File: config.mk
export PLATFORM = sky130hd
export DESIGN_NAME = video_top
export DESIGN_NICKNAME = d
export VERILOG_FILES = /design/src/design/video_pkg.sv /design/src/design/wb_periph_bridge.sv /design/src/design/video_memory.sv /design/src/design/vga_regs.sv /design/src/design/vga_timing.sv /design/src/design/video_top.sv
export SDC_FILE = /design/constraint.sdc
export NUM_CORES = 1
export LEC_CHECK = 0
export ABC_AREA = 1
export BUFFER_PORTS_ARGS = -buffer_cell sky130_fd_sc_hd__buf_2
export CORE_AREA = 2 2 136 138
export CTS_CLUSTER_SIZE = 10
export DETAILED_ROUTE_END_ITERATION = 8
export DIE_AREA = 0 0 138 140
export GPL_TIMING_DRIVEN = 0
export PLACE_DENSITY = 0.66
export SLEW_MARGIN = 25
export SYNTH_ARGS = -nofsm -noshare
export SYNTH_HDL_FRONTEND = slang
export SYNTH_SLANG_ARGS = --single-unit
File: constraint.sdc
create_clock -name wb_clk_i -period 5.7 [get_ports wb_clk_i]
set_input_delay 1.14 -clock wb_clk_i [delete_from_list [all_inputs] [get_ports wb_clk_i]]
set_output_delay 1.14 -clock wb_clk_i [all_outputs]
set_load 0.02 [all_outputs]
File: src/design/video_pkg.sv
`default_nettype none

package video_pkg;

	localparam int SRAM_ADDRESS_SIZE = 9;	// Word address width of one bank
	localparam int WORD_ADDRESS_BITS = SRAM_ADDRESS_SIZE + 1;
	localparam int BUS_ADDRESS_BITS = 13;

	// Line phases in pixels
	localparam int H_VISIBLE = 16;
	localparam int H_FRONT = 2;
	localparam int H_SYNC = 4;
	localparam int H_BACK = 2;
	localparam int LINE_CYCLES = H_VISIBLE + H_FRONT + H_SYNC + H_BACK;
	localparam int H_SYNC_START = H_VISIBLE + H_FRONT;

	// Frame phases in lines
	localparam int V_VISIBLE = 8;
	localparam int V_FRONT = 1;
	localparam int V_SYNC = 2;
	localparam int V_BACK = 1;
	localparam int FRAME_LINES = V_VISIBLE + V_FRONT + V_SYNC + V_BACK;
	localparam int V_SYNC_START = V_VISIBLE + V_FRONT;

	localparam int H_COUNT_BITS = $clog2(LINE_CYCLES);
	localparam int V_COUNT_BITS = $clog2(FRAME_LINES);
	localparam int WORDS_PER_LINE = H_VISIBLE / 4;	// Four pixels per word
	localparam int PIXEL_LATENCY = 2;

	localparam int REG_SPACE_BIT = 12;
	localparam int BANK_BIT = SRAM_ADDRESS_SIZE + 2;	// Word bit 9 as a byte address bit
	localparam logic [REG_SPACE_BIT-1:0] CONTROL_OFFSET = 'h000;
	localparam logic [REG_SPACE_BIT-1:0] STATUS_OFFSET = 'h004;

	// CONTROL layout
	localparam int CTRL_ENABLE_BIT = 0;
	localparam int CTRL_IRQ_LSB = 8;

	typedef enum logic [1:0] {
		IDLE,
		WAIT,
		RESPOND
	} bridge_state_e;

	typedef enum logic [1:0] {
		REG_CONTROL,
		REG_STATUS,
		REG_NONE
	} reg_sel_e;

	typedef struct packed {
		logic we;
		logic oe;
		logic [BUS_ADDRESS_BITS-1:0] address;
		logic [3:0] byte_select;
		logic [31:0] write_data;
	} pbus_req_t;

	typedef struct packed {
		logic busy;
		logic claim;
		logic [31:0] read_data;
	} pbus_rsp_t;

	typedef struct packed {
		logic csb;	// Active low chip select
		logic web;	// Active low write enable
		logic [3:0] wmask;
		logic [SRAM_ADDRESS_SIZE-1:0] addr;
		logic [31:0] din;
	} sram_port_t;

	typedef struct packed {
		logic enable;
		logic [1:0] irq_enable;
	} vga_ctrl_t;

	typedef struct packed {
		logic fetch;
		logic [WORD_ADDRESS_BITS-1:0] word_address;
	} pixel_fetch_t;

endpackage

`default_nettype wire

File: src/design/wb_periph_bridge.sv
`default_nettype none

module wb_periph_bridge (
	input wire logic wb_clk_i,
	input wire logic reset_i,
	input wire logic wb_cyc_i,
	input wire logic wb_stb_i,
	input wire logic wb_we_i,
	input wire logic [3:0] wb_sel_i,
	input wire logic [23:0] wb_adr_i,
	input wire logic [31:0] wb_data_i,
	output logic wb_ack_o,
	output logic wb_stall_o,
	output logic wb_error_o,
	output logic [31:0] wb_data_o,
	output video_pkg::pbus_req_t req_o,
	input wire video_pkg::pbus_rsp_t rsp_i
);

	video_pkg::bridge_state_e state_q;
	logic issue_we_q, issue_oe_q;
	logic unmapped_q;
	logic [video_pkg::BUS_ADDRESS_BITS-1:0] address_q;
	logic [3:0] sel_q;
	logic [31:0] wdata_q;
	logic accept, in_range, fail;

	assign accept = wb_cyc_i && wb_stb_i && !wb_stall_o;
	assign in_range = ~|wb_adr_i[23:video_pkg::BUS_ADDRESS_BITS];
	assign fail = unmapped_q || !rsp_i.claim;	// Nobody owns the address

	always_ff @(posedge wb_clk_i) begin
		if (reset_i) begin
			state_q <= video_pkg::IDLE;
			issue_we_q <= 1'b0;
			issue_oe_q <= 1'b0;
			wb_ack_o <= 1'b0;
			wb_error_o <= 1'b0;
		end else begin
			issue_we_q <= 1'b0;	// Strobes last one cycle
			issue_oe_q <= 1'b0;
			wb_ack_o <= 1'b0;
			wb_error_o <= 1'b0;
			case (state_q)
				video_pkg::IDLE: if (accept) begin
					state_q <= video_pkg::WAIT;
					issue_we_q <= wb_we_i && in_range;
					issue_oe_q <= !wb_we_i && in_range;
				end
				video_pkg::WAIT: state_q <= video_pkg::RESPOND;
				video_pkg::RESPOND: if (!rsp_i.busy) begin
					state_q <= video_pkg::IDLE;
					wb_ack_o <= !fail;
					wb_error_o <= fail;
				end
				default: state_q <= video_pkg::IDLE;
			endcase
		end
	end

	always_ff @(posedge wb_clk_i) begin
		if (accept) begin
			unmapped_q <= !in_range;
			address_q <= wb_adr_i[video_pkg::BUS_ADDRESS_BITS-1:0];
			sel_q <= wb_sel_i;
			wdata_q <= wb_data_i;
		end
		if (state_q == video_pkg::RESPOND && !rsp_i.busy)
			wb_data_o <= fail ? '1 : rsp_i.read_data;
	end

	assign wb_stall_o = state_q != video_pkg::IDLE;
	assign req_o = '{we: issue_we_q, oe: issue_oe_q, address: address_q,
		byte_select: sel_q, write_data: wdata_q};

endmodule

`default_nettype wire

File: src/design/video_memory.sv
`default_nettype none

module video_memory (
	input wire logic wb_clk_i,
	input wire logic reset_i,
	input wire video_pkg::pbus_req_t req_i,
	output video_pkg::pbus_rsp_t rsp_o,
	input wire video_pkg::pixel_fetch_t fetch_i,
	output logic [31:0] pixel_data_o,
	output video_pkg::sram_port_t sram0_port_o,
	output video_pkg::sram_port_t sram1_port_o,
	input wire logic [31:0] sram0_dout0_i,
	input wire logic [31:0] sram1_dout0_i,
	output logic sram0_csb1_o,
	output logic [video_pkg::SRAM_ADDRESS_SIZE-1:0] sram0_addr1_o,
	input wire logic [31:0] sram0_dout1_i,
	output logic sram1_csb1_o,
	output logic [video_pkg::SRAM_ADDRESS_SIZE-1:0] sram1_addr1_o,
	input wire logic [31:0] sram1_dout1_i
);

	logic claim, access, bank;
	logic rd_bank_q;

	function automatic video_pkg::sram_port_t rw_command(
		input video_pkg::pbus_req_t req,
		input logic selected
	);
		video_pkg::sram_port_t cmd;
		cmd.csb = !selected;
		cmd.web = !req.we;
		cmd.wmask = req.byte_select;
		cmd.addr = req.address[2 +: video_pkg::SRAM_ADDRESS_SIZE];
		cmd.din = req.write_data;
		return cmd;
	endfunction

	assign claim = !req_i.address[video_pkg::REG_SPACE_BIT];
	assign access = (req_i.we || req_i.oe) && claim;
	assign bank = req_i.address[video_pkg::BANK_BIT];	// Set for the right bank

	assign sram0_port_o = rw_command(req_i, access && !bank);
	assign sram1_port_o = rw_command(req_i, access && bank);

	// Pixel fetches only use the left bank's read port
	assign sram0_csb1_o = !fetch_i.fetch;
	assign sram0_addr1_o = fetch_i.word_address[video_pkg::SRAM_ADDRESS_SIZE-1:0];
	assign sram1_csb1_o = 1'b1;	// Right bank is CPU-only storage
	assign sram1_addr1_o = '0;

	always_ff @(posedge wb_clk_i) begin
		if (reset_i) begin
			rd_bank_q <= 1'b0;
		end else begin
			if (req_i.oe && claim)
				rd_bank_q <= bank;
		end
	end

	assign pixel_data_o = sram0_dout1_i;

	// Busy covers the cycle in which the SRAM is reading
	assign rsp_o = '{busy: req_i.oe && claim, claim: claim,
		read_data: rd_bank_q ? sram1_dout0_i : sram0_dout0_i};

endmodule

`default_nettype wire

File: src/design/vga_regs.sv
`default_nettype none

module vga_regs (
	input wire logic wb_clk_i,
	input wire logic reset_i,
	input wire video_pkg::pbus_req_t req_i,
	output video_pkg::pbus_rsp_t rsp_o,
	input wire logic vsync_start_i,
	input wire logic hsync_start_i,
	output video_pkg::vga_ctrl_t ctrl_o,
	output logic [1:0] irq_o
);

	video_pkg::reg_sel_e sel;
	video_pkg::vga_ctrl_t ctrl_q;
	logic [1:0] status_q;
	logic [1:0] clear;
	logic [31:0] control_word;
	logic [31:0] read_q;

	always_comb begin
		sel = video_pkg::REG_NONE;
		if (req_i.address[video_pkg::REG_SPACE_BIT]) begin
			if (req_i.address[video_pkg::REG_SPACE_BIT-1:0] == video_pkg::CONTROL_OFFSET)
				sel = video_pkg::REG_CONTROL;
			else if (req_i.address[video_pkg::REG_SPACE_BIT-1:0] == video_pkg::STATUS_OFFSET)
				sel = video_pkg::REG_STATUS;
		end
	end

	always_comb begin
		control_word = '0;
		control_word[video_pkg::CTRL_ENABLE_BIT] = ctrl_q.enable;
		control_word[video_pkg::CTRL_IRQ_LSB +: 2] = ctrl_q.irq_enable;
	end

	// Write one to clear
	assign clear = (req_i.we && sel == video_pkg::REG_STATUS && req_i.byte_select[0]) ?
		req_i.write_data[1:0] : 2'b00;

	always_ff @(posedge wb_clk_i) begin
		if (reset_i) begin
			ctrl_q <= '0;
			status_q <= '0;
		end else begin
			if (req_i.we && sel == video_pkg::REG_CONTROL) begin
				if (req_i.byte_select[video_pkg::CTRL_ENABLE_BIT / 8])
					ctrl_q.enable <= req_i.write_data[video_pkg::CTRL_ENABLE_BIT];
				if (req_i.byte_select[video_pkg::CTRL_IRQ_LSB / 8])
					ctrl_q.irq_enable <= req_i.write_data[video_pkg::CTRL_IRQ_LSB +: 2];
			end
			// A new event wins over a clear in the same cycle
			status_q <= (status_q & ~clear) |
				({hsync_start_i, vsync_start_i} & ctrl_q.irq_enable);
		end
	end

	always_ff @(posedge wb_clk_i) begin
		if (req_i.oe)
			read_q <= (sel == video_pkg::REG_STATUS) ? {30'b0, status_q} : control_word;
	end

	assign rsp_o = '{busy: req_i.oe && sel != video_pkg::REG_NONE,
		claim: sel != video_pkg::REG_NONE, read_data: read_q};
	assign ctrl_o = ctrl_q;
	assign irq_o = status_q;

endmodule

`default_nettype wire

File: src/design/vga_timing.sv
`default_nettype none

module vga_timing (
	input wire logic wb_clk_i,
	input wire logic reset_i,
	input wire video_pkg::vga_ctrl_t ctrl_i,
	output video_pkg::pixel_fetch_t fetch_o,
	input wire logic [31:0] pixel_data_i,
	output logic vsync_start_o,
	output logic hsync_start_o,
	output logic [1:0] vga_r_o,
	output logic [1:0] vga_g_o,
	output logic [1:0] vga_b_o,
	output logic vga_hsync_o,
	output logic vga_vsync_o
);

	localparam int AW = video_pkg::WORD_ADDRESS_BITS;

	logic [video_pkg::H_COUNT_BITS-1:0] h_q, h_next;
	logic [video_pkg::V_COUNT_BITS-1:0] v_q, v_next;
	logic visible, next_visible;
	logic hsync_n, vsync_n;
	logic [video_pkg::PIXEL_LATENCY-1:0] hsync_pipe, vsync_pipe;
	logic visible_q, fetch_q;
	logic [1:0] x_q;
	logic [31:0] word_q;
	logic [7:0] pixel_byte;
	logic [5:0] colour_q;

	always_comb begin
		h_next = h_q + 1'b1;
		v_next = v_q;
		if (h_q == video_pkg::LINE_CYCLES - 1) begin
			h_next = '0;
			v_next = (v_q == video_pkg::FRAME_LINES - 1) ? '0 : v_q + 1'b1;
		end
	end

	// Counters sit at 0,0 while the block is stopped
	always_ff @(posedge wb_clk_i) begin
		if (reset_i || !ctrl_i.enable) begin
			h_q <= '0;
			v_q <= '0;
		end else begin
			h_q <= h_next;
			v_q <= v_next;
		end
	end

	assign visible = ctrl_i.enable && h_q < video_pkg::H_VISIBLE && v_q < video_pkg::V_VISIBLE;
	assign next_visible = h_next < video_pkg::H_VISIBLE && v_next < video_pkg::V_VISIBLE;
	assign hsync_n = !(ctrl_i.enable && h_q >= video_pkg::H_SYNC_START &&
		h_q < video_pkg::H_SYNC_START + video_pkg::H_SYNC);
	assign vsync_n = !(ctrl_i.enable && v_q >= video_pkg::V_SYNC_START &&
		v_q < video_pkg::V_SYNC_START + video_pkg::V_SYNC);

	assign hsync_start_o = ctrl_i.enable && h_q == video_pkg::H_SYNC_START;
	assign vsync_start_o = ctrl_i.enable && v_q == video_pkg::V_SYNC_START && h_q == 0;

	// Next group's word is requested one pixel before it starts
	assign fetch_o.fetch = ctrl_i.enable && next_visible && h_next[1:0] == 2'b00;
	assign fetch_o.word_address = AW'(v_next) * AW'(video_pkg::WORDS_PER_LINE) + AW'(h_next >> 2);

	always_ff @(posedge wb_clk_i) begin
		if (reset_i) begin
			visible_q <= 1'b0;
			fetch_q <= 1'b0;
			colour_q <= '0;
			hsync_pipe <= '1;
			vsync_pipe <= '1;
		end else begin
			visible_q <= visible;
			fetch_q <= fetch_o.fetch;	// Memory word arrives this cycle
			colour_q <= visible_q ? pixel_byte[5:0] : 6'b0;
			hsync_pipe <= {hsync_pipe[video_pkg::PIXEL_LATENCY-2:0], hsync_n};
			vsync_pipe <= {vsync_pipe[video_pkg::PIXEL_LATENCY-2:0], vsync_n};
		end
	end

	always_ff @(posedge wb_clk_i) begin
		x_q <= h_q[1:0];
		if (fetch_q)
			word_q <= pixel_data_i;
	end

	assign pixel_byte = word_q[x_q * 8 +: 8];

	assign vga_r_o = colour_q[5:4];
	assign vga_g_o = colour_q[3:2];
	assign vga_b_o = colour_q[1:0];
	assign vga_hsync_o = hsync_pipe[video_pkg::PIXEL_LATENCY-1];
	assign vga_vsync_o = vsync_pipe[video_pkg::PIXEL_LATENCY-1];

endmodule

`default_nettype wire

File: src/design/video_top.sv
`default_nettype none

module video_top (
	input wire logic wb_clk_i,
	input wire logic reset_i,
	input wire logic wb_cyc_i,
	input wire logic wb_stb_i,
	input wire logic wb_we_i,
	input wire logic [3:0] wb_sel_i,
	input wire logic [23:0] wb_adr_i,
	input wire logic [31:0] wb_data_i,
	output logic wb_ack_o,
	output logic wb_stall_o,
	output logic wb_error_o,
	output logic [31:0] wb_data_o,
	output logic [1:0] video_irq_o,
	// Left bank
	output logic sram0_csb0_o,
	output logic sram0_web0_o,
	output logic [3:0] sram0_wmask0_o,
	output logic [video_pkg::SRAM_ADDRESS_SIZE-1:0] sram0_addr0_o,
	output logic [31:0] sram0_din0_o,
	input wire logic [31:0] sram0_dout0_i,
	output logic sram0_csb1_o,
	output logic [video_pkg::SRAM_ADDRESS_SIZE-1:0] sram0_addr1_o,
	input wire logic [31:0] sram0_dout1_i,
	// Right bank
	output logic sram1_csb0_o,
	output logic sram1_web0_o,
	output logic [3:0] sram1_wmask0_o,
	output logic [video_pkg::SRAM_ADDRESS_SIZE-1:0] sram1_addr0_o,
	output logic [31:0] sram1_din0_o,
	input wire logic [31:0] sram1_dout0_i,
	output logic sram1_csb1_o,
	output logic [video_pkg::SRAM_ADDRESS_SIZE-1:0] sram1_addr1_o,
	input wire logic [31:0] sram1_dout1_i,
	output logic [1:0] vga_r_o,
	output logic [1:0] vga_g_o,
	output logic [1:0] vga_b_o,
	output logic vga_hsync_o,
	output logic vga_vsync_o
);

	video_pkg::pbus_req_t req;
	video_pkg::pbus_rsp_t rsp, mem_rsp, reg_rsp;
	video_pkg::sram_port_t sram0_port, sram1_port;
	video_pkg::pixel_fetch_t fetch;
	video_pkg::vga_ctrl_t ctrl;
	logic [31:0] pixel_data;
	logic vsync_start, hsync_start;

	wb_periph_bridge i_bridge (
		.wb_clk_i, .reset_i,
		.wb_cyc_i, .wb_stb_i, .wb_we_i, .wb_sel_i, .wb_adr_i, .wb_data_i,
		.wb_ack_o, .wb_stall_o, .wb_error_o, .wb_data_o,
		.req_o(req),
		.rsp_i(rsp)
	);

	video_memory i_memory (
		.wb_clk_i, .reset_i,
		.req_i(req),
		.rsp_o(mem_rsp),
		.fetch_i(fetch),
		.pixel_data_o(pixel_data),
		.sram0_port_o(sram0_port),
		.sram1_port_o(sram1_port),
		.sram0_dout0_i, .sram1_dout0_i,
		.sram0_csb1_o, .sram0_addr1_o, .sram0_dout1_i,
		.sram1_csb1_o, .sram1_addr1_o, .sram1_dout1_i
	);

	vga_regs i_regs (
		.wb_clk_i, .reset_i,
		.req_i(req),
		.rsp_o(reg_rsp),
		.vsync_start_i(vsync_start),
		.hsync_start_i(hsync_start),
		.ctrl_o(ctrl),
		.irq_o(video_irq_o)
	);

	vga_timing i_timing (
		.wb_clk_i, .reset_i,
		.ctrl_i(ctrl),
		.fetch_o(fetch),
		.pixel_data_i(pixel_data),
		.vsync_start_o(vsync_start),
		.hsync_start_o(hsync_start),
		.vga_r_o, .vga_g_o, .vga_b_o, .vga_hsync_o, .vga_vsync_o
	);

	assign rsp.busy = mem_rsp.busy || reg_rsp.busy;
	assign rsp.claim = mem_rsp.claim || reg_rsp.claim;
	assign rsp.read_data = mem_rsp.claim ? mem_rsp.read_data : reg_rsp.read_data;

	assign sram0_csb0_o = sram0_port.csb;
	assign sram0_web0_o = sram0_port.web;
	assign sram0_wmask0_o = sram0_port.wmask;
	assign sram0_addr0_o = sram0_port.addr;
	assign sram0_din0_o = sram0_port.din;

	assign sram1_csb0_o = sram1_port.csb;
	assign sram1_web0_o = sram1_port.web;
	assign sram1_wmask0_o = sram1_port.wmask;
	assign sram1_addr0_o = sram1_port.addr;
	assign sram1_din0_o = sram1_port.din;

endmodule

`default_nettype wire

==> results.md, run 1 <==
* Clock skew at 0.00739 ns
* Iter 0 DRT Violations at about 280
* Final setup fails at 0
* DP HPWL at 13.0 mm
* Share of cells above drive strength 1 at between 40% and 50%
* PwrDens at 296 nW/um^2
* Worst-path fanout max at 7
* Setup TNS at 0 ns
* Antenna violations before repair at 3
* Multi-input gate area at 1510 um^2
* Register area share after synthesis at 64.1%
* H-Tree Depth at 4
* Post-synthesis cell area at 6250 um^2
* Worst hold path class: reg2reg
* Most frequent cells in the layout: buf_2 (300), edfxtp_1 (110), nor2_1 (95)
* Die X at 138 um
* Post-CTS Setup Repair Bufs at 0
* Clock Path Buffers at 2
* Top FF cell, synth: edfxtp_1
* Critical path type: reg2out
* Worst Path Required at ~4.6 ns
* Vias in the first global route at 4707
* Critical Path Source Type: flip-flop
* Initial Util at 35.2%
* Ys async rst share at 0%
* # Max-Cap Violations at 0
* Worst endpoint data arrival time at ~2.6 ns
* Port Buffer Count at 299
* Core Footprint at around 18000 um^2
* Worst vdd ir at 0.000199 V
* CP Launch Point: i_timing.h_q[1]
* RR Startpoint: i_bridge.address_q[5]
* CTS tree: yes
* Leakage power at 3.92 nW
* Die Ht at 140 um
* Total number of vias at around 5000
* DR vias/cell at 4.34
* Hold_sp: i_timing.hsync_pipe[0]
* GP Congestion at 0.847
* Syn-to-layout area delta at 41.1%
* Hold-fix buffers, CTS at 0
* Final WL at 16.5 mm
* Critical path endpoint category: output pin
* Cell at the root of the clock tree: clkbuf_16
* CTS buffer count at 17
* Pin count of the biggest net entering global routing at 28
* GR Util All Layers at between 10% and 20%
* Tot Pwr at 2.61 mW
* Syn_area_per_cell at 10.9 um^2
* Slew Limit Fails at 0
* Synth warn at 0
* RSZ-0062 raised after global routing: no
* Clk pin slew, worst setup/hold paths at 0.06 ns
* ANT nets after route at 0
* Number of clock sinks at 145
* FILL cells at 1654
* Final Cycle Share at 64.7%
* Register area at ~4000 um^2
* First-pass GRT wire length at 25.2 mm
* Pre-Repair DR Iteration Count at 4
* Final net count at 1107
* Worst skew pair latency at ~0.42 ns
* Synth Instances at 575
* Grt total ovfl at 0
* Number of synthesized flops with an enable pin at 110
* Slew @ Worst Pin at 0.578 ns
* CTS resizes at 0
* Most common cell after layout, fill and taps aside: buf_2
* Top Ports at 352
* Final Critical Period at 3.69 ns
* Status: finished clean
* Fin. Hold Viols at 0
* Row count at 49
* Peak Freq at 0.271 GHz
* Die footprint at 19300 um^2
* Slew headroom at 61.3%
* Hold_ws at between 0.4 and 0.5 ns
* DRC at 0
* FF+latch count, synth at ~150
* Synth unique cells at 32
* Wire per inst at 14.3 um
-- synthesized netlist by cell type, types with 2 or more instances --
cell type	count	area [um^2]
nor2_4	2	22.5
o21ai_2	6	52.6
or2_2	4	25.0
inv_1	39	146
o21ai_0	69	345
a21oi_1	12	60.1
dfxtp_1	35	701
buf_6	3	33.8
buf_4	75	563
nor2_1	96	360
nand2_1	61	229
edfxtp_1	110	3300
nand4_1	5	31.3
clkbuf_1	10	37.5
and2_1	2	12.5
o21ai_1	3	15.0
nor4_1	3	18.8
nor3_1	5	25.0
nand3_1	14	70.1
ha_1	8	100
conb_1	2	7.51
-- power breakdown --
group,switching [mW],internal (mW)
Clock,0.443,0.782
Combinational,0.114,0.0954
Sequential,0.0132,1.16
Total,0.570,2.04
-- sequential cells by signal (all words and copies together) (netlist names), 2 cells and up --
name / flops
i_bridge.address_q: 13
i_timing.v_q: 4
i_regs.ctrl_o: 3
i_timing.hsync_pipe: 2
i_timing.h_q: 5
i_bridge.wdata_q: 32
i_bridge.state_q: 2
i_regs.irq_o: 2
i_timing.x_q: 2
i_timing.word_q: 24
i_timing.vsync_pipe: 2
i_bridge.wb_data_o: 32
i_bridge.sel_q: 4
i_regs.read_q: 4
i_timing.colour_q: 6
-- layout make-up --
type	instances	area share [%]
clock buffer	17	4.82
timing repair buffer	302	17.7
tap	229	3.25
sequential	145	45.4
buffer	89	7.25
inverter	40	1.70
clock inverter	15	2.60
antenna	3	0.0851
multi-input combinational	311	17.2
-- worst paths after layout --
path                       endpoint  slack, ns  cells after the start
max reg2reg  i_bridge.wb_data_o[31]       3.81                      7
min reg2reg  i_timing.hsync_pipe[1]       0.40                      1
max                sram0_addr1_o[4]       2.01                      8
min          i_timing.hsync_pipe[1]       0.40                      1
-- per-layer routing --
layer | GRT usage, % | up-vias | share of wire, %
li1 | - | 2529 | -
met1 | 21.0 | 2237 | 43
met2 | 27.4 | 205 | 48
met3 | 5.95 | 24 | 7.8
met4 | 5.59 | 2 | 1.4
met5 | 0 | - | 0.097
-- cell families after synthesis --
family,share of synthesized area (%)
compound gates,8.37
xor+xnor,0.140
buf+inv,12.6
fa+ha+maj,1.60
other cells,0.120
flops,64.1
simple gates,13.1
-- critical path, stage by stage (launching register included) --
cell and delay [ns]:
dfxtp_1 0.46, ha_1 0.26, nand4_1 0.22, o21ai_0 0.34, ha_1 0.25, ha_1 0.19
xor2_1 0.16, buf_4 0.12, buf_2 0.14
-- through the flow --
step	area [um^2]	instances	utilization (%)	setup slack (ns)
global placement	8070	1113	45.4	0.762
floorplan	6290	585	-	1.86
detailed placement	8160	1116	45.9	2.47
finish	8820	1151	49.6	2.01
global route	8810	1148	49.6	1.79
CTS	8810	1148	49.6	2.00
Note: power is estimated with default switching activity, not from simulation.
==> run 2: changes to the inputs <==
Settings changed: PLACE_DENSITY 0.66 to 0.68.
Clock period 5.7 ns to 3.2 ns, I/O delays scaled along.
==> run 2 against run 1 <==
Flip-flop and latch count is the same. Sequential share of layout area up 0.66 points. Core utilization down 0.71 points. Clock-buffer cell count grew 1. Register-to-register slack got worse by 2.5 ns. Routed wire length is essentially flat. Worst hold slack got worse by 0.0099 ns. Global-route usage is 0.12 points lower. Worst setup slack got worse by 1.8 ns. Critical path depth is 1 higher. Critical path type unchanged. Critical endpoint unchanged. Largest power group is now registers. Highest routed layer is now met4.
==> results.md, run 2 (synthesized netlist as in run 1, its figures left out) <==
* GP Congestion at 0.823 (-2.8%)
* Reg2Reg Depth at 5 (-2)
* Die footprint at 19300 um^2 (unchanged)
* Most frequent cells in the layout: buf_2 (300), edfxtp_1 (110), nor2_1 (95)
* Iter 0 DRT Violations at 234 (-18%)
* Clk pwr share at 42.4% (-4.6 points)
* Clk pin slew, worst setup/hold paths at 0.06 ns (about the same)
* Port Buffer Count at 299 (unchanged)
* FILL cells at 1671 (+1.0%)
* Final WL at 16.5 mm (about the same)
* Vias in the first global route at 4891 (+3.9%)
* Final setup fails at 0 (unchanged)
* Worst Path Required at 2.56 ns (-2.00 ns)
* Slew Limit Fails at 0 (unchanged)
* Slew @ Worst Pin at 0.992 ns (+0.413 ns)
* # Max-Cap Violations at 0 (unchanged)
* Placed cell count at 1115 (-0.090%)
* Net Switching at 0.981 mW (+72%)
* Cell at the root of the clock tree: clkbuf_16
* Register area at 4010 um^2 (unchanged)
* Pin count of the biggest net entering global routing at 29 (+3.6%)
* Syn-to-layout area delta at 39.1%
* Antenna violations before repair at 1 (-2)
* Logic gate share of total power at 8.6% (+0.6 points)
* Wire per inst at 14.4 um (+0.22%)
* Peak Freq at 0.329 GHz
* Core Footprint at 17800 um^2 (unchanged)
* Top Ports at 352 (unchanged)
* Worst vdd ir at 0.000376 V (+89%)
* Initial Util at 35.2% (unchanged)
* ANT nets after route at 0 (unchanged)
* First-pass GRT wire length at 25.1 mm (-0.19%)
* R2r setup slk at 1.36 ns (-2.45 ns)
* Slew headroom at 33.8% (-28 points)
* GR Util All Layers at 16.7% (-0.12 points)
* Worst-path fanout max at 4 (-3)
* Worst endpoint data arrival time at 2.40 ns (-0.15 ns)
* Die X at 138 um (unchanged)
* Final net count at 1107 (unchanged)
* Int Pwr at 3.30 mW (+62%)
* Grt total ovfl at 0 (unchanged)
* Fin. Hold Viols at 0 (unchanged)
* Sw Ratio at 22.9% (+1.1 points)
* Leakage power at 3.85 nW (-1.8%)
* Critical path endpoint category: output pin
* Biggest regs: i_bridge.wb_data_o: 32 flops, i_bridge.wdata_q: 32 flops, i_timing.word_q: 24 flops
* Critical path type: reg2out
* Die Ht at 140 um (unchanged)
* Crit path to: sram0_addr1_o[4]
* Worst skew pair latency at 0.42 ns (about the same)
* Layout Utilization at 48.9% (-0.71 points)
* Row count at 49 (unchanged)
* CP Launch Point: i_timing.h_q[0]
* CTS buffer count at 17 (unchanged)
* Most common cell after layout, fill and taps aside: buf_2
* Reg-to-Reg End: i_bridge.wb_data_o[19]
* DRC at 0 (unchanged)
* Critical Path Source Type: flip-flop
* DP HPWL at 12.8 mm (-1.4%)
* PwrDens at 492 nW/um^2 (+66%)
* CTS tree: yes
* Worst hold path class: in2reg
* Post-Layout Cell Count at 1149 (-0.17%)
* Multi-input gate area at 1510 um^2 (unchanged)
* Number of clock sinks at 145 (unchanged)
* DR vias/cell at 4.41 (+1.6%)
* H-Tree Depth at 4 (unchanged)
* Final Cycle Share at 94.9%
* Total number of vias at 5066 (+1.4%)
* Final Critical Period at 3.04 ns
* Flop pwr share at 48.9% (+3.9 points)
* Status: finished clean
* RR Startpoint: i_bridge.address_q[12]
* Pre-Repair DR Iteration Count at 4 (unchanged)
* Clock Path Buffers at 2 (unchanged)
* Share of cells above drive strength 1 at 46.6% (-0.33 points)
* Hold-fix buffers, CTS at 0 (unchanged)
* Clock skew at 0.0107 ns (+0.00330 ns)
-- run 2: cell types whose count changed in the layout (fill, tap and decap cells not counted), sizes merged --
cell,delta
clkinv,+2
clkinvlp,+4
inv,-3
clkbuf,+1
bufinv,-4
diode,-2
-- run 2: timing repair --
action	in CTS	in global routing
endpoints found under the hold margin	0	0
setup endpoints to repair	0	3
setup buffers	0	1
gates resized for setup	0	2
-- run 2: power by group through the flow --
| stage | Combinational [mW] | Sequential, mW | Clock (mW) |
|---|---|---|---|
| floorplan | 0.152 | 2.17 | 0 |
| global route | 0.397 | 2.10 | 1.95 |
| detailed placement | 0.371 | 2.13 | 0 |
| finish | 0.369 | 2.09 | 1.82 |
| CTS | 0.372 | 2.10 | 1.87 |
| global placement | 0.357 | 2.14 | 0 |
-- run 2: metal layers --
layer | track usage (%) | share of wire (%) | vias up
li1 | - | - | 2526
met1 | 20.5 | 42 | 2294
met2 | 27.9 | 49 | 222
met3 | 4.65 | 7.4 | 24
met4 | 6.87 | 2.3 | 0
met5 | 0 | 0 | -
-- run 2: area by class of cell --
cell class                      instances  area share [%]
Antenna cell                            1          0.0288
Buffer                                 89            7.35
Clock buffer                           18            4.94
Clock inverter                         14            1.34
Inverter                               40            1.73
Multi-Input combinational cell        311            17.4
Sequential cell                       145            46.1
Tap cell                              229            3.30
Timing Repair Buffer                  302            17.8
-- run 2: metrics by stage --
stage	total power, mW	setup TNS (ns)	hold WS [ns]	worst slack, ns	cell area [um^2]
4_1_cts	4.34	0	0.370	0.0273	8680
5_1_grt	4.44	-0.0894	0.375	-0.0503	8690
6_report	4.28	0	0.395	0.162	8690
2_1_floorplan	2.32	0	0.368	0.498	6290
3_5_place_dp	2.50	0	0.398	0.509	8140
3_3_place_gp	2.49	-10.23	0.395	-0.323	8070
-- run 2: worst min path at each step --
stage                           start  slack, ns  cells after the start                endpoint
4_1_cts                   wb_adr_i[4]       0.37                      1   i_bridge.address_q[4]
3_5_place_dp   i_timing.hsync_pipe[0]       0.40                      1  i_timing.hsync_pipe[1]
2_1_floorplan         i_timing.h_q[0]       0.37                      0         i_timing.x_q[0]
3_3_place_gp   i_timing.vsync_pipe[0]       0.40                      1  i_timing.vsync_pipe[1]
6_report                  wb_adr_i[4]       0.39                      1   i_bridge.address_q[4]
5_1_grt                   wb_adr_i[4]       0.38                      1   i_bridge.address_q[4]
-- run 2: critical path, cell delays in order (launching register included) --
cell	delay (ns)
dfxtp_1	0.40
ha_1	0.22
nand2_2	0.11
o21ai_0	0.19
o21a_1	0.21
ha_1	0.22
ha_1	0.20
xor2_1	0.16
buf_4	0.12
buf_2	0.14
==> run 3: changes to the inputs <==
Settings changed: ABC_AREA 1 to not set, CORE_AREA 2 2 136 138 to 2 2 135 137, DIE_AREA 0 0 138 140 to 0 0 137 139, PLACE_DENSITY 0.68 to 0.66.
Clock period 3.2 ns to 3.3 ns, I/O delays scaled along.
==> run 3 against run 2 <==
Critical path type unchanged. Clock-buffer cell count shrank 1. Via count down 12%. Combinational power down 11%. Sequential power down 3%. Largest power group unchanged. Worst setup slack improved by 0.060 ns. Synthesized cell count decreased by 23%.
==> results.md, run 3 <==
* Final Critical Period at about 3.1 ns
* H-Tree Depth at 4 (unchanged)
* WP depth at 7 (-2)
* DP HPWL at 11.9 mm (-6.7%)
* CP Cell Sequence: ha_1 -> inv_1 -> or4_1 -> and2_1 -> and3b_1 -> buf_4 -> buf_2
* CP max stage delay at 0.52 ns (+0.12 ns)
* # Max-Cap Violations at 0 (unchanged)
* Antenna violations before repair at 2 (+1)
* Synth unique cells at 47 (+47%)
* FILL cells at 1559 (-6.7%)
* Hold-fix buffers, CTS at 0 (unchanged)
* Grt total ovfl at 0 (unchanged)
* Worst skew pair latency at 0.42 ns (about the same)
* Peak Freq at about 0.32 GHz
* Syn-to-layout area delta at 40.3%
* Pre-Repair DR Iteration Count at 4 (unchanged)
* Flop pwr share at 46.6% (-2.3 points)
* Total number of vias at 4444 (-12%)
* Critical path endpoint category: output pin
* Number of clock sinks at 145 (unchanged)
* Ys async rst share at 0% (unchanged)
* Setup TNS at 0 ns (unchanged)
* FF+latch count, synth at 145 (unchanged)
* Final setup fails at 0 (unchanged)
* Register area at 4010 um^2 (about the same)
* Sw Ratio at 23.8% (+0.88 points)
* Int Pwr at 3.31 mW (+0.22%)
* Top FF cell, synth: edfxtp_1
* Vias in the first global route at 4393 (-10%)
* Share of cells above drive strength 1 at 55.9% (+9.3 points)
* Post-synth top area share at 53.8% (+0.91 points)
* Synth Instances at 441 (-23%)
* Slew @ Worst Pin at 0.692 ns (-0.300 ns)
* Die Ht at 139 um (-0.71%)
* CTS buffer count at 17 (unchanged)
* Most common cell in the netlist: edfxtp_1
* Net Switching at 1.03 mW (+5.3%)
* Critical path's slowest cell: or4_1
* XOR/XNOR Fraction of Synth Area at 0.570% (+0.43 points)
* Mux cell area share after synthesis at 8.98% (+9.0 points)
* Syn_area_per_cell at 13.9 um^2 (+28%)
* Clock Path Buffers at 2 (unchanged)
* Cell at the root of the clock tree: clkbuf_16
* Clock skew at 0.0115 ns (+0.000791 ns)
* Critical Path Source Type: flip-flop
* Logic gate share of total power at 7.6% (-1.0 points)
* GP Congestion at 0.778 (-5.5%)
* Placed cell count at 979 (-12%)
* Most frequent cells in the layout: buf_2 (301), edfxtp_1 (110), buf_4 (76)
* Yosys top cell by area: edfxtp_1
* Critical path type: reg2out
* Final WL at 15.5 mm (-6.1%)
* ANT nets after route at 0 (unchanged)
* Synth Area in Adders at 1.63% (+0.028 points)
* Most common cell after layout, fill and taps aside: buf_2
* Clk pwr share at 45.8% (+3.4 points)
* Biggest regs: i_bridge.wb_data_o: 32 flops, i_bridge.wdata_q: 32 flops, i_timing.word_q: 24 flops
* Crit-path leading delay family: simple AND/OR/NAND/NOR gates
* Multi-input gate area at 1540 um^2 (+1.6%)
* Worst hold path class: in2reg
* Post-synthesis cell area at 6140 um^2 (-1.7%)
* Post-Layout Cell Count at 1012 (-12%)
* Fin. Hold Viols at 0 (unchanged)
* Iter 0 DRT Violations at 169 (-28%)
* Die X at 137 um (-0.72%)
* Pin count of the biggest net entering global routing at 52 (+79%)
* Clk pin slew, worst setup/hold paths at 0.07 ns (about the same)
* Number of synthesized flops with an enable pin at 110 (unchanged)
* Die footprint at 19000 um^2 (-1.4%)
* PwrDens at 503 nW/um^2 (+2.3%)
* Hold depth at 1 (unchanged)
* Final net count at 970 (-12%)
* Worst vdd ir at 0.000338 V (-10%)
* Core Footprint at 17700 um^2 (-0.69%)
* Synth top cells by count: edfxtp_1 (110), buf_4 (74), mux2i_1 (36), dfxtp_1 (35), o21ai_0 (32)
* DR vias/cell at 4.39 (-0.40%)
* Main combinational cell family by area after synthesis: buffers and inverters
* RSZ-0062 raised after global routing: no
* Status: finished clean
* Worst endpoint data arrival time at 2.42 ns (+0.02 ns)
* Slew headroom at 53.9% (+20 points)
* Final Cycle Share at 93.3%
* First-pass GRT wire length at 22.6 mm (-10%)
* Initial Util at 34.8% (-0.36 points)
* Top Ports at 352 (unchanged)
* Row count at 49 (unchanged)
* GR Util All Layers at 15.9% (-0.77 points)
* Post-synthesis compound-gate area fraction at 4.74% (-3.6 points)
* Port Buffer Count at 299 (unchanged)
* Reg2Reg Depth at 5 (unchanged)
* Worst Path Required at 2.64 ns (+0.08 ns)
* Synth top area cells: edfxtp_1 (54%), dfxtp_1 (11%), buf_4 (9.0%)
* Slew Limit Fails at 0 (unchanged)
* CTS tree: yes
* Buf/Inv on CP at 3 (+1)
* DRC at 0 (unchanged)
* Register area share after synthesis at 65.2% (+1.1 points)
* Hold_ws at 0.405 ns (+0.0104 ns)
* Worst-path fanout max at 7 (+3)
* Post-synthesis simple-gate area fraction at 7.86% (-5.2 points)
* Leakage power at 3.71 nW (-3.6%)
* Synth warn at 0 (unchanged)
* Wire per inst at 15.3 um (+6.6%)
-- run 3: cell count changes after synthesis, moves of 7 or more --
cell     change
nand3_1      -9
a21oi_1      -7
mux2i_1     +36
nor2_1      -86
nor2b_1      +7
nand2_1     -51
inv_1       -24
and3_1       +8
o21ai_0     -37
-- run 3: area by class of cell --
| cell class | instances | share of cell area, % |
|---|---|---|
| inverters | 15 | 0.653 |
| repair buffers | 301 | 17.5 |
| multi-input cells | 202 | 17.8 |
| flip-flops and latches | 145 | 46.5 |
| plain buffers | 87 | 7.06 |
| well taps | 229 | 3.32 |
| clock buffers | 17 | 4.94 |
| diodes | 1 | 0.0290 |
| clock inverters | 15 | 2.12 |
-- run 3: through the flow --
stage          worst slack (ns)  instance area [um^2]  util (%)  power [mW]
2_1_floorplan             0.727                  6180         -        2.23
5_1_grt                  0.0766                  8620      48.8        4.50
6_report                  0.222                  8620      48.8        4.34
3_5_place_dp              0.322                  7970      45.1        2.39
4_1_cts                 0.00924                  8600      48.7        4.39
3_3_place_gp              0.212                  7970      45.1        2.39
-- run 3: what timing repair did --
action                     in CTS  in global routing
buffers inserted                2                  0
setup endpoints to repair       2                  4
pin swaps                       0                  0
resized for setup               2                  5
-- run 3: cell families (layout without fill, tap and decap cells) --
family / count (synthesis) / in the layout
AOI/OAI and AO/OA: 50 / 50
xor gates and xnor gates: 4 / 4
buffers and inverters: 104 / 435
and+or+nand+nor: 81 / 81
other: 2 / 13
adders and majority gates: 8 / 8
muxes: 47 / 47
DFF: 145 / 145
-- run 3: worst paths after layout --
check | start | endpoint | slack (ns)
hold / removal | sram0_dout1_i[24] | i_timing.word_q[24] | 0.41
setup reg to reg | i_bridge.address_q[3] | i_bridge.wb_data_o[18] | 0.67
setup / recovery | i_timing.v_q[0] | sram0_addr1_o[6] | 0.22
hold reg to reg | i_timing.h_q[0] | i_timing.x_q[0] | 0.41
-- run 3: routing by layer --
layer | up-vias | track usage [%] | wire, um
met3 | 12 | 5.04 | 1400
met2 | 222 | 28.1 | 7750
met1 | 2022 | 18.1 | 6210
met4 | 2 | 5.10 | 123
li1 | 2186 | - | -
met5 | - | 0 | 13
-- run 3: power groups by stage --
| stage | registers [mW] | clock network (mW) | logic [mW] |
|---|---|---|---|
| 6_report | 2.02 | 1.99 | 0.329 |
| 5_1_grt | 2.03 | 2.12 | 0.357 |
| 4_1_cts | 2.02 | 2.04 | 0.333 |
| 3_5_place_dp | 2.06 | 0 | 0.332 |
| 3_3_place_gp | 2.06 | 0 | 0.327 |
| 2_1_floorplan | 2.09 | 0 | 0.142 |
